$ cat src/verilog/dsp_config.svh
// Readout DSP configuration
`ifndef DSP_CONFIG_SVH
`define DSP_CONFIG_SVH

// one sample lane
`define LANE_W 16
// lanes per ADC word
`define ADC_LANES 4
// lanes per DAC word
`define DAC_LANES 16
// DAC lane step for undersampling
`define UNDERSAMPLE 4
// number of DAC words
`define N_DAC 4
// accumulator and result width
`define ACC_W 32
// result shift amount width
`define SHIFT_W 5
// accumulation buffer address width
`define ACCBUF_ADDR_W 6
// shot counter width
`define SHOT_W 32

`endif

$ cat src/verilog/dsp_pkg.sv
// Readout DSP shared types
`include "dsp_config.svh"

package dsp_pkg;

	// shot sequencer states, gray-like codes
	typedef enum logic [3:0] {
		idle      = 4'b0000,
		start     = 4'b0001,
		proc_run  = 4'b0011,
		elem_busy = 4'b0010,
		more_shot = 4'b0110,
		shot_add  = 4'b0111,
		done      = 4'b0101
	} seq_state_e;

	// baseband source select
	// code 3 keeps the previous choice
	typedef enum logic [1:0] {
		bb_adc   = 2'd0,
		bb_dac_a = 2'd1,
		bb_dac_b = 2'd2,
		bb_hold  = 2'd3
	} bb_sel_e;

	// one accumulator result
	typedef struct packed {
		logic                     valid;
		logic signed [`ACC_W-1:0] value;
	} acc_result_t;

	// one accumulation buffer write port
	typedef struct packed {
		logic                      we;
		logic [`ACCBUF_ADDR_W-1:0] addr;
		logic [`ACC_W-1:0]         data;
	} accbuf_wr_t;

	// measurement bits, one per channel
	// bits carries the result sign
	typedef struct packed {
		logic [1:0] valid;
		logic [1:0] bits;
	} meas_bits_t;

endpackage

$ cat src/verilog/shot_sequencer.sv
// Multi-shot sequencer
`include "dsp_config.svh"

module shot_sequencer (
	input  logic               dspif,
	input  logic               rst_n,
	input  logic               stb_start,
	input  logic [`SHOT_W-1:0] nshot,
	// status from the four processor cores
	input  logic [3:0]         proc_done,
	input  logic [3:0]         no_busy,
	output logic               proc_reset,
	output logic               proc_start,
	output logic [`SHOT_W-1:0] shot_cnt,
	output logic               last_shot_done,
	output logic               procdone_flag
);

	dsp_pkg::seq_state_e state;
	dsp_pkg::seq_state_e next_state;

	// latched shot target, 0 means endless
	logic [`SHOT_W-1:0] nshot_r;
	// running index of the current shot
	logic [`SHOT_W-1:0] shot_idx;
	logic [`SHOT_W-1:0] shot_idx_next;
	logic               more_shots;
	// all-core status, registered
	logic               all_done_r;
	logic               all_idle_r;

	// next state
	always_comb begin
		next_state = dsp_pkg::idle;
		case (state)
			dsp_pkg::idle:      next_state = stb_start ? dsp_pkg::start : dsp_pkg::idle;
			dsp_pkg::start:     next_state = dsp_pkg::proc_run;
			dsp_pkg::proc_run:  next_state = all_done_r ? dsp_pkg::elem_busy : dsp_pkg::proc_run;
			dsp_pkg::elem_busy: next_state = all_idle_r ? dsp_pkg::more_shot : dsp_pkg::elem_busy;
			dsp_pkg::more_shot: next_state = more_shots ? dsp_pkg::shot_add : dsp_pkg::done;
			dsp_pkg::shot_add:  next_state = dsp_pkg::start;
			dsp_pkg::done:      next_state = dsp_pkg::idle;
			default:            next_state = dsp_pkg::idle;
		endcase
	end

	// state and outputs, all registered from next_state
	always_ff @(posedge dspif) begin
		if (!rst_n) begin
			state          <= dsp_pkg::idle;
			nshot_r        <= '0;
			shot_idx       <= '0;
			shot_cnt       <= '0;
			proc_reset     <= 1'b1;
			proc_start     <= 1'b0;
			last_shot_done <= 1'b0;
		end else begin
			state          <= next_state;
			// one-cycle start strobe to the cores
			proc_start     <= (next_state == dsp_pkg::start);
			// cores run only in start and proc_run
			proc_reset     <= !((next_state == dsp_pkg::start) ||
				(next_state == dsp_pkg::proc_run));
			last_shot_done <= (next_state == dsp_pkg::done);
			case (next_state)
				dsp_pkg::idle: begin
					shot_idx <= '0;
					// target only taken while idle
					nshot_r  <= nshot;
				end
				dsp_pkg::shot_add: begin
					shot_idx <= shot_idx_next;
					// export index of the shot just finished
					shot_cnt <= shot_idx;
				end
				dsp_pkg::done: begin
					shot_idx <= '0;
				end
				default: begin
				end
			endcase
		end
	end

	// pipelined next-count compare
	// settles long before more_shot is reached
	always_ff @(posedge dspif) begin
		if (!rst_n) begin
			shot_idx_next <= '0;
			more_shots    <= 1'b0;
			all_done_r    <= 1'b0;
			all_idle_r    <= 1'b0;
		end else begin
			shot_idx_next <= shot_idx + 1'b1;
			more_shots    <= (shot_idx_next != nshot_r) || (nshot_r == '0);
			all_done_r    <= &proc_done;
			all_idle_r    <= &no_busy;
		end
	end

	// sticky done, cleared by the next start
	always_ff @(posedge dspif) begin
		if (!rst_n) begin
			procdone_flag <= 1'b0;
		end else if (all_done_r) begin
			procdone_flag <= 1'b1;
		end else if (proc_start) begin
			procdone_flag <= 1'b0;
		end
	end

endmodule

$ cat src/verilog/baseband_select.sv
// Baseband source selection
`include "dsp_config.svh"

module baseband_select (
	input  logic                                     dspif,
	input  logic                                     rst_n,
	input  logic [`ADC_LANES*`LANE_W-1:0]            adc,
	input  logic [`N_DAC-1:0][`DAC_LANES*`LANE_W-1:0] dac,
	input  dsp_pkg::bb_sel_e                         bb1_sel,
	input  dsp_pkg::bb_sel_e                         bb2_sel,
	output logic [`ADC_LANES*`LANE_W-1:0]            bb1,
	output logic [`ADC_LANES*`LANE_W-1:0]            bb2
);

	// first stage, registered inputs
	logic [`ADC_LANES*`LANE_W-1:0]             adc_r;
	logic [`N_DAC-1:0][`ADC_LANES*`LANE_W-1:0] dac_us;

	always_ff @(posedge dspif) begin
		adc_r <= adc;
		// keep every UNDERSAMPLE-th DAC lane
		for (int i = 0; i < `N_DAC; i++) begin
			for (int j = 0; j < `ADC_LANES; j++) begin
				dac_us[i][j*`LANE_W +: `LANE_W] <= dac[i][j*`UNDERSAMPLE*`LANE_W +: `LANE_W];
			end
		end
	end

	// second stage, source selectors
	// channel 1 sees dac 0/1, channel 2 sees dac 2/3
	always_ff @(posedge dspif) begin
		if (!rst_n) begin
			bb1 <= '0;
			bb2 <= '0;
		end else begin
			case (bb1_sel)
				dsp_pkg::bb_adc:   bb1 <= adc_r;
				dsp_pkg::bb_dac_a: bb1 <= dac_us[0];
				dsp_pkg::bb_dac_b: bb1 <= dac_us[1];
				default:           bb1 <= bb1;
			endcase
			case (bb2_sel)
				dsp_pkg::bb_adc:   bb2 <= adc_r;
				dsp_pkg::bb_dac_a: bb2 <= dac_us[2];
				dsp_pkg::bb_dac_b: bb2 <= dac_us[3];
				default:           bb2 <= bb2;
			endcase
		end
	end

endmodule

$ cat src/verilog/meas_accumulator.sv
// Gated measurement accumulator
`include "dsp_config.svh"

module meas_accumulator (
	input  logic                          dspif,
	input  logic                          rst_n,
	input  logic [`ADC_LANES*`LANE_W-1:0] bb,
	input  logic                          acc_gate,
	input  logic [`SHIFT_W-1:0]           shift,
	output dsp_pkg::acc_result_t          result
);

	// sum of the signed lanes of one word
	logic signed [`ACC_W-1:0] lane_sum;
	// running integral over the gate
	logic signed [`ACC_W-1:0] acc;
	logic                     gate_d;
	logic                     res_valid;
	logic signed [`ACC_W-1:0] res_value;

	always_comb begin
		lane_sum = '0;
		for (int i = 0; i < `ADC_LANES; i++) begin
			// sign extend each lane before adding
			lane_sum = lane_sum + `ACC_W'(signed'(bb[i*`LANE_W +: `LANE_W]));
		end
	end

	// gate tracking and integration
	always_ff @(posedge dspif) begin
		if (!rst_n) begin
			gate_d    <= 1'b0;
			acc       <= '0;
			res_valid <= 1'b0;
		end else begin
			gate_d    <= acc_gate;
			// strobe on first low cycle after the gate
			res_valid <= gate_d && !acc_gate;
			if (acc_gate) begin
				acc <= acc + lane_sum;
			end else if (gate_d) begin
				// result taken, start over
				acc <= '0;
			end
		end
	end

	// scaled result, arithmetic shift keeps the sign
	always_ff @(posedge dspif) begin
		if (gate_d && !acc_gate) begin
			res_value <= acc >>> shift;
		end
	end

	always_comb begin
		result.valid = res_valid;
		result.value = res_value;
	end

endmodule

$ cat src/verilog/accbuf_writer.sv
// Accumulation buffer writer
`include "dsp_config.svh"

module accbuf_writer (
	input  logic                           dspif,
	input  logic                           rst_n,
	input  dsp_pkg::acc_result_t [1:0]     res,
	input  logic                           resetacc,
	output dsp_pkg::accbuf_wr_t [1:0]      accbuf,
	output dsp_pkg::meas_bits_t            meas
);

	logic                                resetacc_r;
	logic [1:0]                          we_r;
	logic [1:0][`ACCBUF_ADDR_W-1:0]      addr_r;
	logic [1:0][`ACC_W-1:0]              data_r;
	logic [1:0]                          mvalid_r;
	logic [1:0]                          mbit_r;

	// strobes and write pointers
	always_ff @(posedge dspif) begin
		if (!rst_n) begin
			resetacc_r <= 1'b0;
			we_r       <= '0;
			addr_r     <= '0;
			mvalid_r   <= '0;
		end else begin
			resetacc_r <= resetacc;
			for (int i = 0; i < 2; i++) begin
				we_r[i]     <= res[i].valid;
				// measurement bit one cycle behind the write
				mvalid_r[i] <= we_r[i];
				if (resetacc_r) begin
					addr_r[i] <= '0;
				end else if (we_r[i] && !(&addr_r[i])) begin
					// advance after each write, lock on the last slot
					addr_r[i] <= addr_r[i] + 1'b1;
				end
			end
		end
	end

	// write data and sign bits
	always_ff @(posedge dspif) begin
		for (int i = 0; i < 2; i++) begin
			data_r[i] <= res[i].value;
			// threshold at zero, msb is the sign
			mbit_r[i] <= data_r[i][`ACC_W-1];
		end
	end

	always_comb begin
		for (int i = 0; i < 2; i++) begin
			accbuf[i].we   = we_r[i];
			accbuf[i].addr = addr_r[i];
			accbuf[i].data = data_r[i];
		end
		meas.valid = mvalid_r;
		meas.bits  = mbit_r;
	end

endmodule

$ cat src/verilog/dsp_readout_top.sv
// Readout DSP top level
`include "dsp_config.svh"

module dsp_readout_top (
	input  logic                                     dspif,
	input  logic                                     rst_n,
	// shot control and core status
	input  logic                                     stb_start,
	input  logic [`SHOT_W-1:0]                       nshot,
	input  logic [3:0]                               proc_done,
	input  logic [3:0]                               no_busy,
	output logic                                     proc_reset,
	output logic                                     proc_start,
	output logic [`SHOT_W-1:0]                       shot_cnt,
	output logic                                     last_shot_done,
	output logic                                     procdone_flag,
	// sample inputs and source select
	input  logic [`ADC_LANES*`LANE_W-1:0]            adc,
	input  logic [`N_DAC-1:0][`DAC_LANES*`LANE_W-1:0] dac,
	input  dsp_pkg::bb_sel_e                         bb1_sel,
	input  dsp_pkg::bb_sel_e                         bb2_sel,
	output logic [`ADC_LANES*`LANE_W-1:0]            bb1,
	output logic [`ADC_LANES*`LANE_W-1:0]            bb2,
	// accumulation control, one gate per channel
	input  logic [1:0]                               acc_gate,
	input  logic [`SHIFT_W-1:0]                      shift,
	input  logic                                     resetacc,
	output dsp_pkg::accbuf_wr_t [1:0]                accbuf,
	output dsp_pkg::meas_bits_t                      meas
);

	dsp_pkg::acc_result_t [1:0] acc_res;

	// sequencer, independent of the sample path
	shot_sequencer u_seq (
		.dspif(dspif), .rst_n(rst_n), .stb_start(stb_start), .nshot(nshot),
		.proc_done(proc_done), .no_busy(no_busy), .proc_reset(proc_reset),
		.proc_start(proc_start), .shot_cnt(shot_cnt),
		.last_shot_done(last_shot_done), .procdone_flag(procdone_flag)
	);

	baseband_select u_bbsel (
		.dspif(dspif), .rst_n(rst_n), .adc(adc), .dac(dac),
		.bb1_sel(bb1_sel), .bb2_sel(bb2_sel), .bb1(bb1), .bb2(bb2)
	);

	// channel 1 integrates bb1
	meas_accumulator u_acc1 (
		.dspif(dspif), .rst_n(rst_n), .bb(bb1), .acc_gate(acc_gate[0]),
		.shift(shift), .result(acc_res[0])
	);

	// channel 2 integrates bb2
	meas_accumulator u_acc2 (
		.dspif(dspif), .rst_n(rst_n), .bb(bb2), .acc_gate(acc_gate[1]),
		.shift(shift), .result(acc_res[1])
	);

	accbuf_writer u_wr (
		.dspif(dspif), .rst_n(rst_n), .res(acc_res), .resetacc(resetacc),
		.accbuf(accbuf), .meas(meas)
	);

endmodule

$ cat config.mk
export PLATFORM = sky130hd
export DESIGN_NAME = dsp_readout_top
export DESIGN_NICKNAME = d
export VERILOG_FILES = /design/src/verilog/dsp_pkg.sv /design/src/verilog/shot_sequencer.sv /design/src/verilog/baseband_select.sv /design/src/verilog/meas_accumulator.sv /design/src/verilog/accbuf_writer.sv /design/src/verilog/dsp_readout_top.sv
export VERILOG_INCLUDE_DIRS = /design/src /design/src/verilog
export SDC_FILE = /design/constraint.sdc
export NUM_CORES = 2
export LEC_CHECK = 0
export BUFFER_PORTS_ARGS = -buffer_cell sky130_fd_sc_hd__buf_2
export CORE_AREA = 3 3 547 549
export CTS_CLUSTER_DIAMETER = 50
export DETAILED_ROUTE_END_ITERATION = 6
export DIE_AREA = 0 0 550 552
export PLACE_DENSITY = 0.39
export SYNTH_ARGS = -nofsm -noshare
export SYNTH_HDL_FRONTEND = slang
export SYNTH_SLANG_ARGS = --single-unit
$ cat constraint.sdc
create_clock -name dspif -period 7.1 [get_ports dspif]
set_input_delay 0 -clock dspif [delete_from_list [all_inputs] [get_ports dspif]]
set_output_delay 0 -clock dspif [all_outputs]
set_load 0.02 [all_outputs]
==> out/results.txt <==
Nets: 6,532
CTS Root Buffer Type: clkbuf_16
Fillers: 32,700
Port bufs: 620
Crit. End Element: flip-flop
Clk_lat worst skew: 800 ps
Max VDD drop: 0.187 mV
Via Count: 32,400
I/O pins: 1,389
Post-synth top area share: 42.3%
Critical Path Start Type: flip-flop
Syn Inst Count: 3,836
Commonest non-fill, non-tap cell in the layout: dlygate4sd3_1
Synth Cell Area: 34,900 um2
Crit-path max FO: 14
Gpl congestion: 0.828
Total track usage: 11.1%
Gr ovfl total: 0
Num CTS Buffers: 142
Wirelength per Cell: 18.7 um
HP Class: in -> reg
First DRT Iteration DRCs: 1,965
Critical Path AT: 7050 ps
Cell variety after synth: 73
H-Tree Level Count: 4
Pre-antenna DRT Iters: 5
Avg Cell Area, Syn: 9.10 um2
Max Clk Rate: 0.155 GHz
CTS tree: done
Post-Syn Nets: 5,180
FP Rows: 199
Met3 Resource Use GR: 2.68%
Async S/R FF share, synth: 0%
Synth-to-layout area growth: 58.2%
Max Cap Violations: 0
Die H: 552 um
Slowest-stage cell, CP: dfxtp_1
Top delay family on crit path: compound AO/OA/AOI/OAI gates
Most frequent cells in the layout: dlygate4sd3_1, dfxtp_1, buf_2
Fin crit period: 6440 ps
Setup violators final: 0
Critical path class: reg -> reg
Post-synth top flop: dfxtp_1
Synth top area cells: dfxtp_1, a21oi_1, nor2_1, fa_1, edfxtp_1
Vias in the first global route: 33,000
Routed Antenna Nets: 0
Slew Limit Headroom: 23.9%
Core ar.: 294,000 um2
Max-slew violations: 0
Hold Slack: 30.4 ps
Slowest stage delay, CP: 540 ps
Setup TNS: 0 ps
Synthesis-stage register bit count: 801
Cts repair resizes: 0
Worst Max-Slew Pin Slew: 1140 ps
Fin crit share: 90.6%
Final WL: 173 mm
Via density: 3.51
Met2 Usage GRT: 17.6%
Global route hottest layer: met2
Initial antenna violation count: 49
LEAKAGE: 0.0231 uW
Clock Path Buffers: 4
Leading area contributor after synthesis: dfxtp_1
Unrepaired setup endpoints after global routing: false
Post-synth EDFFs: 64
Final Hold Vio Count: 0
Num Clock Sinks: 801
Post-synthesis sequential area ratio: 47.8%
Most frequent CP cell: inv_1
Met1 GRT Util: 14.2%
Die ar.: 304,000 um2
Critical Path RT: 7720 ps
Share of cells above drive strength 1: 18.6%
Largest net degree at the start of global routing: 102
Worst-path clk slew: 50 ps
Chip width: 550 um
Skew final: 87.2 ps
Status: completed
Buffer and inverter count on the worst path: 5
DRC viols: 0
Pwr Density: 325 nW/um2
Warning count from the yosys run: 0
Initial Utilization: 11.9%
DPL Wire Length: 135 mm
First-pass GRT wire length: 243 mm
stage by stage:
stage	cell area [um2]	utilization [%]	worst slack, ps	instances	total power (uW)
3_3_place_gp	42600	14.5	783	8205	10500
3_5_place_dp	42600	14.5	687	8205	10500
4_1_cts	55200	18.8	643	9216	18200
5_1_grt	55200	18.8	96.0	9222	19100
6_report	55200	18.8	665	9236	18000
2_1_floorplan	34900	-	376	3836	8670
sequential cells by signal (all words and copies together) (netlist names), 2 cells and up:
register / flops
u_wr.accbuf: 76
u_bbsel.adc_r: 64
u_acc2.res_value: 32
u_seq.shot_idx: 32
u_wr.we_r: 2
u_bbsel.bb1: 64
u_acc1.acc: 32
u_wr.mvalid_r: 2
u_acc1.res_value: 32
u_bbsel.bb2: 64
u_acc2.acc: 32
u_seq.nshot_r: 32
u_wr.mbit_r: 2
u_seq.state: 3
u_seq.shot_cnt: 32
u_bbsel.dac_us: 256
u_seq.shot_idx_next: 32
synthesized netlist by cell type, drive strengths merged, types with 13 or more instances:
| cell | instances |
|---|---|
| buf | 46 |
| nand4 | 16 |
| a21o | 46 |
| mux4 | 40 |
| and2 | 14 |
| o21ai | 152 |
| edfxtp | 64 |
| a21oi | 498 |
| nand2 | 403 |
| nand3 | 37 |
| nor3 | 48 |
| or3 | 17 |
| nand2b | 13 |
| o211ai | 15 |
| a31oi | 23 |
| dfxtp | 737 |
| nor2b | 15 |
| xnor2 | 56 |
| nor2 | 541 |
| clkbuf | 164 |
| ha | 103 |
| xor2 | 91 |
| mux2i | 46 |
| a22oi | 128 |
| and3 | 20 |
| nor4 | 18 |
| fa | 98 |
| inv | 276 |
| o21a | 13 |
routing by layer:
layer | routed length, um | share of wire [%]
met1 | 76400 | 44
met2 | 77500 | 45
met3 | 11200 | 6.5
met4 | 7830 | 4.5
met5 | 85 | 0.049
final cells by class:
type | instances | area (um2) | area share, %
Multi-Input combinational cell | 2549 | 16500 | 29.9
Sequential cell | 801 | 16700 | 30.2
Timing Repair Buffer | 1418 | 11000 | 20.0
Clock inverter | 77 | 1090 | 1.97
Tap cell | 3919 | 4900 | 8.88
Clock buffer | 176 | 3950 | 7.14
Inverter | 276 | 1040 | 1.89
Antenna cell | 20 | 50.0 | 0.0906
worst paths after layout:
check / from / end / slack [ps] / depth (start not counted)
worst max-delay path: u_bbsel.bb2[17] / u_acc2.acc[30] / 660 / 26
worst min-delay path: dac[715] / u_bbsel.dac_us[187] / 30 / 2
worst max register to register: u_bbsel.bb2[17] / u_acc2.acc[30] / 660 / 26
worst min register to register: u_acc2.res_value[16] / u_wr.accbuf[55] / 340 / 0
where the power goes:
part           switching, uW  leakage [uW]  internal [uW]  total [uW]
clock network           2640       0.00245           4610        7240
logic                   3170        0.0139           2130        5300
registers                445       0.00672           4980        5420
total                   6250        0.0231          11700       18000
cells by family after synthesis:
| family | count (synthesis) | share of synthesized area (%) |
|---|---|---|
| AND/OR/NAND/NOR | 1159 | 13.8 |
| buffers and inverters | 486 | 5.25 |
| XOR/XNOR | 147 | 3.69 |
| adder cells (fa/ha/maj) | 201 | 9.31 |
| flip-flops | 801 | 47.8 |
| multiplexers | 96 | 4.22 |
| AO/OA/AOI/OAI | 946 | 16.0 |
what timing repair did:
action / 4_1_cts / 5_1_grt
setup buffers: 0 / 0
hold buffers: 758 / 0
endpoints found under the setup margin: 0 / 0
hold endpoints to repair: 510 / 0
Power figures use the tool's default switching activity.
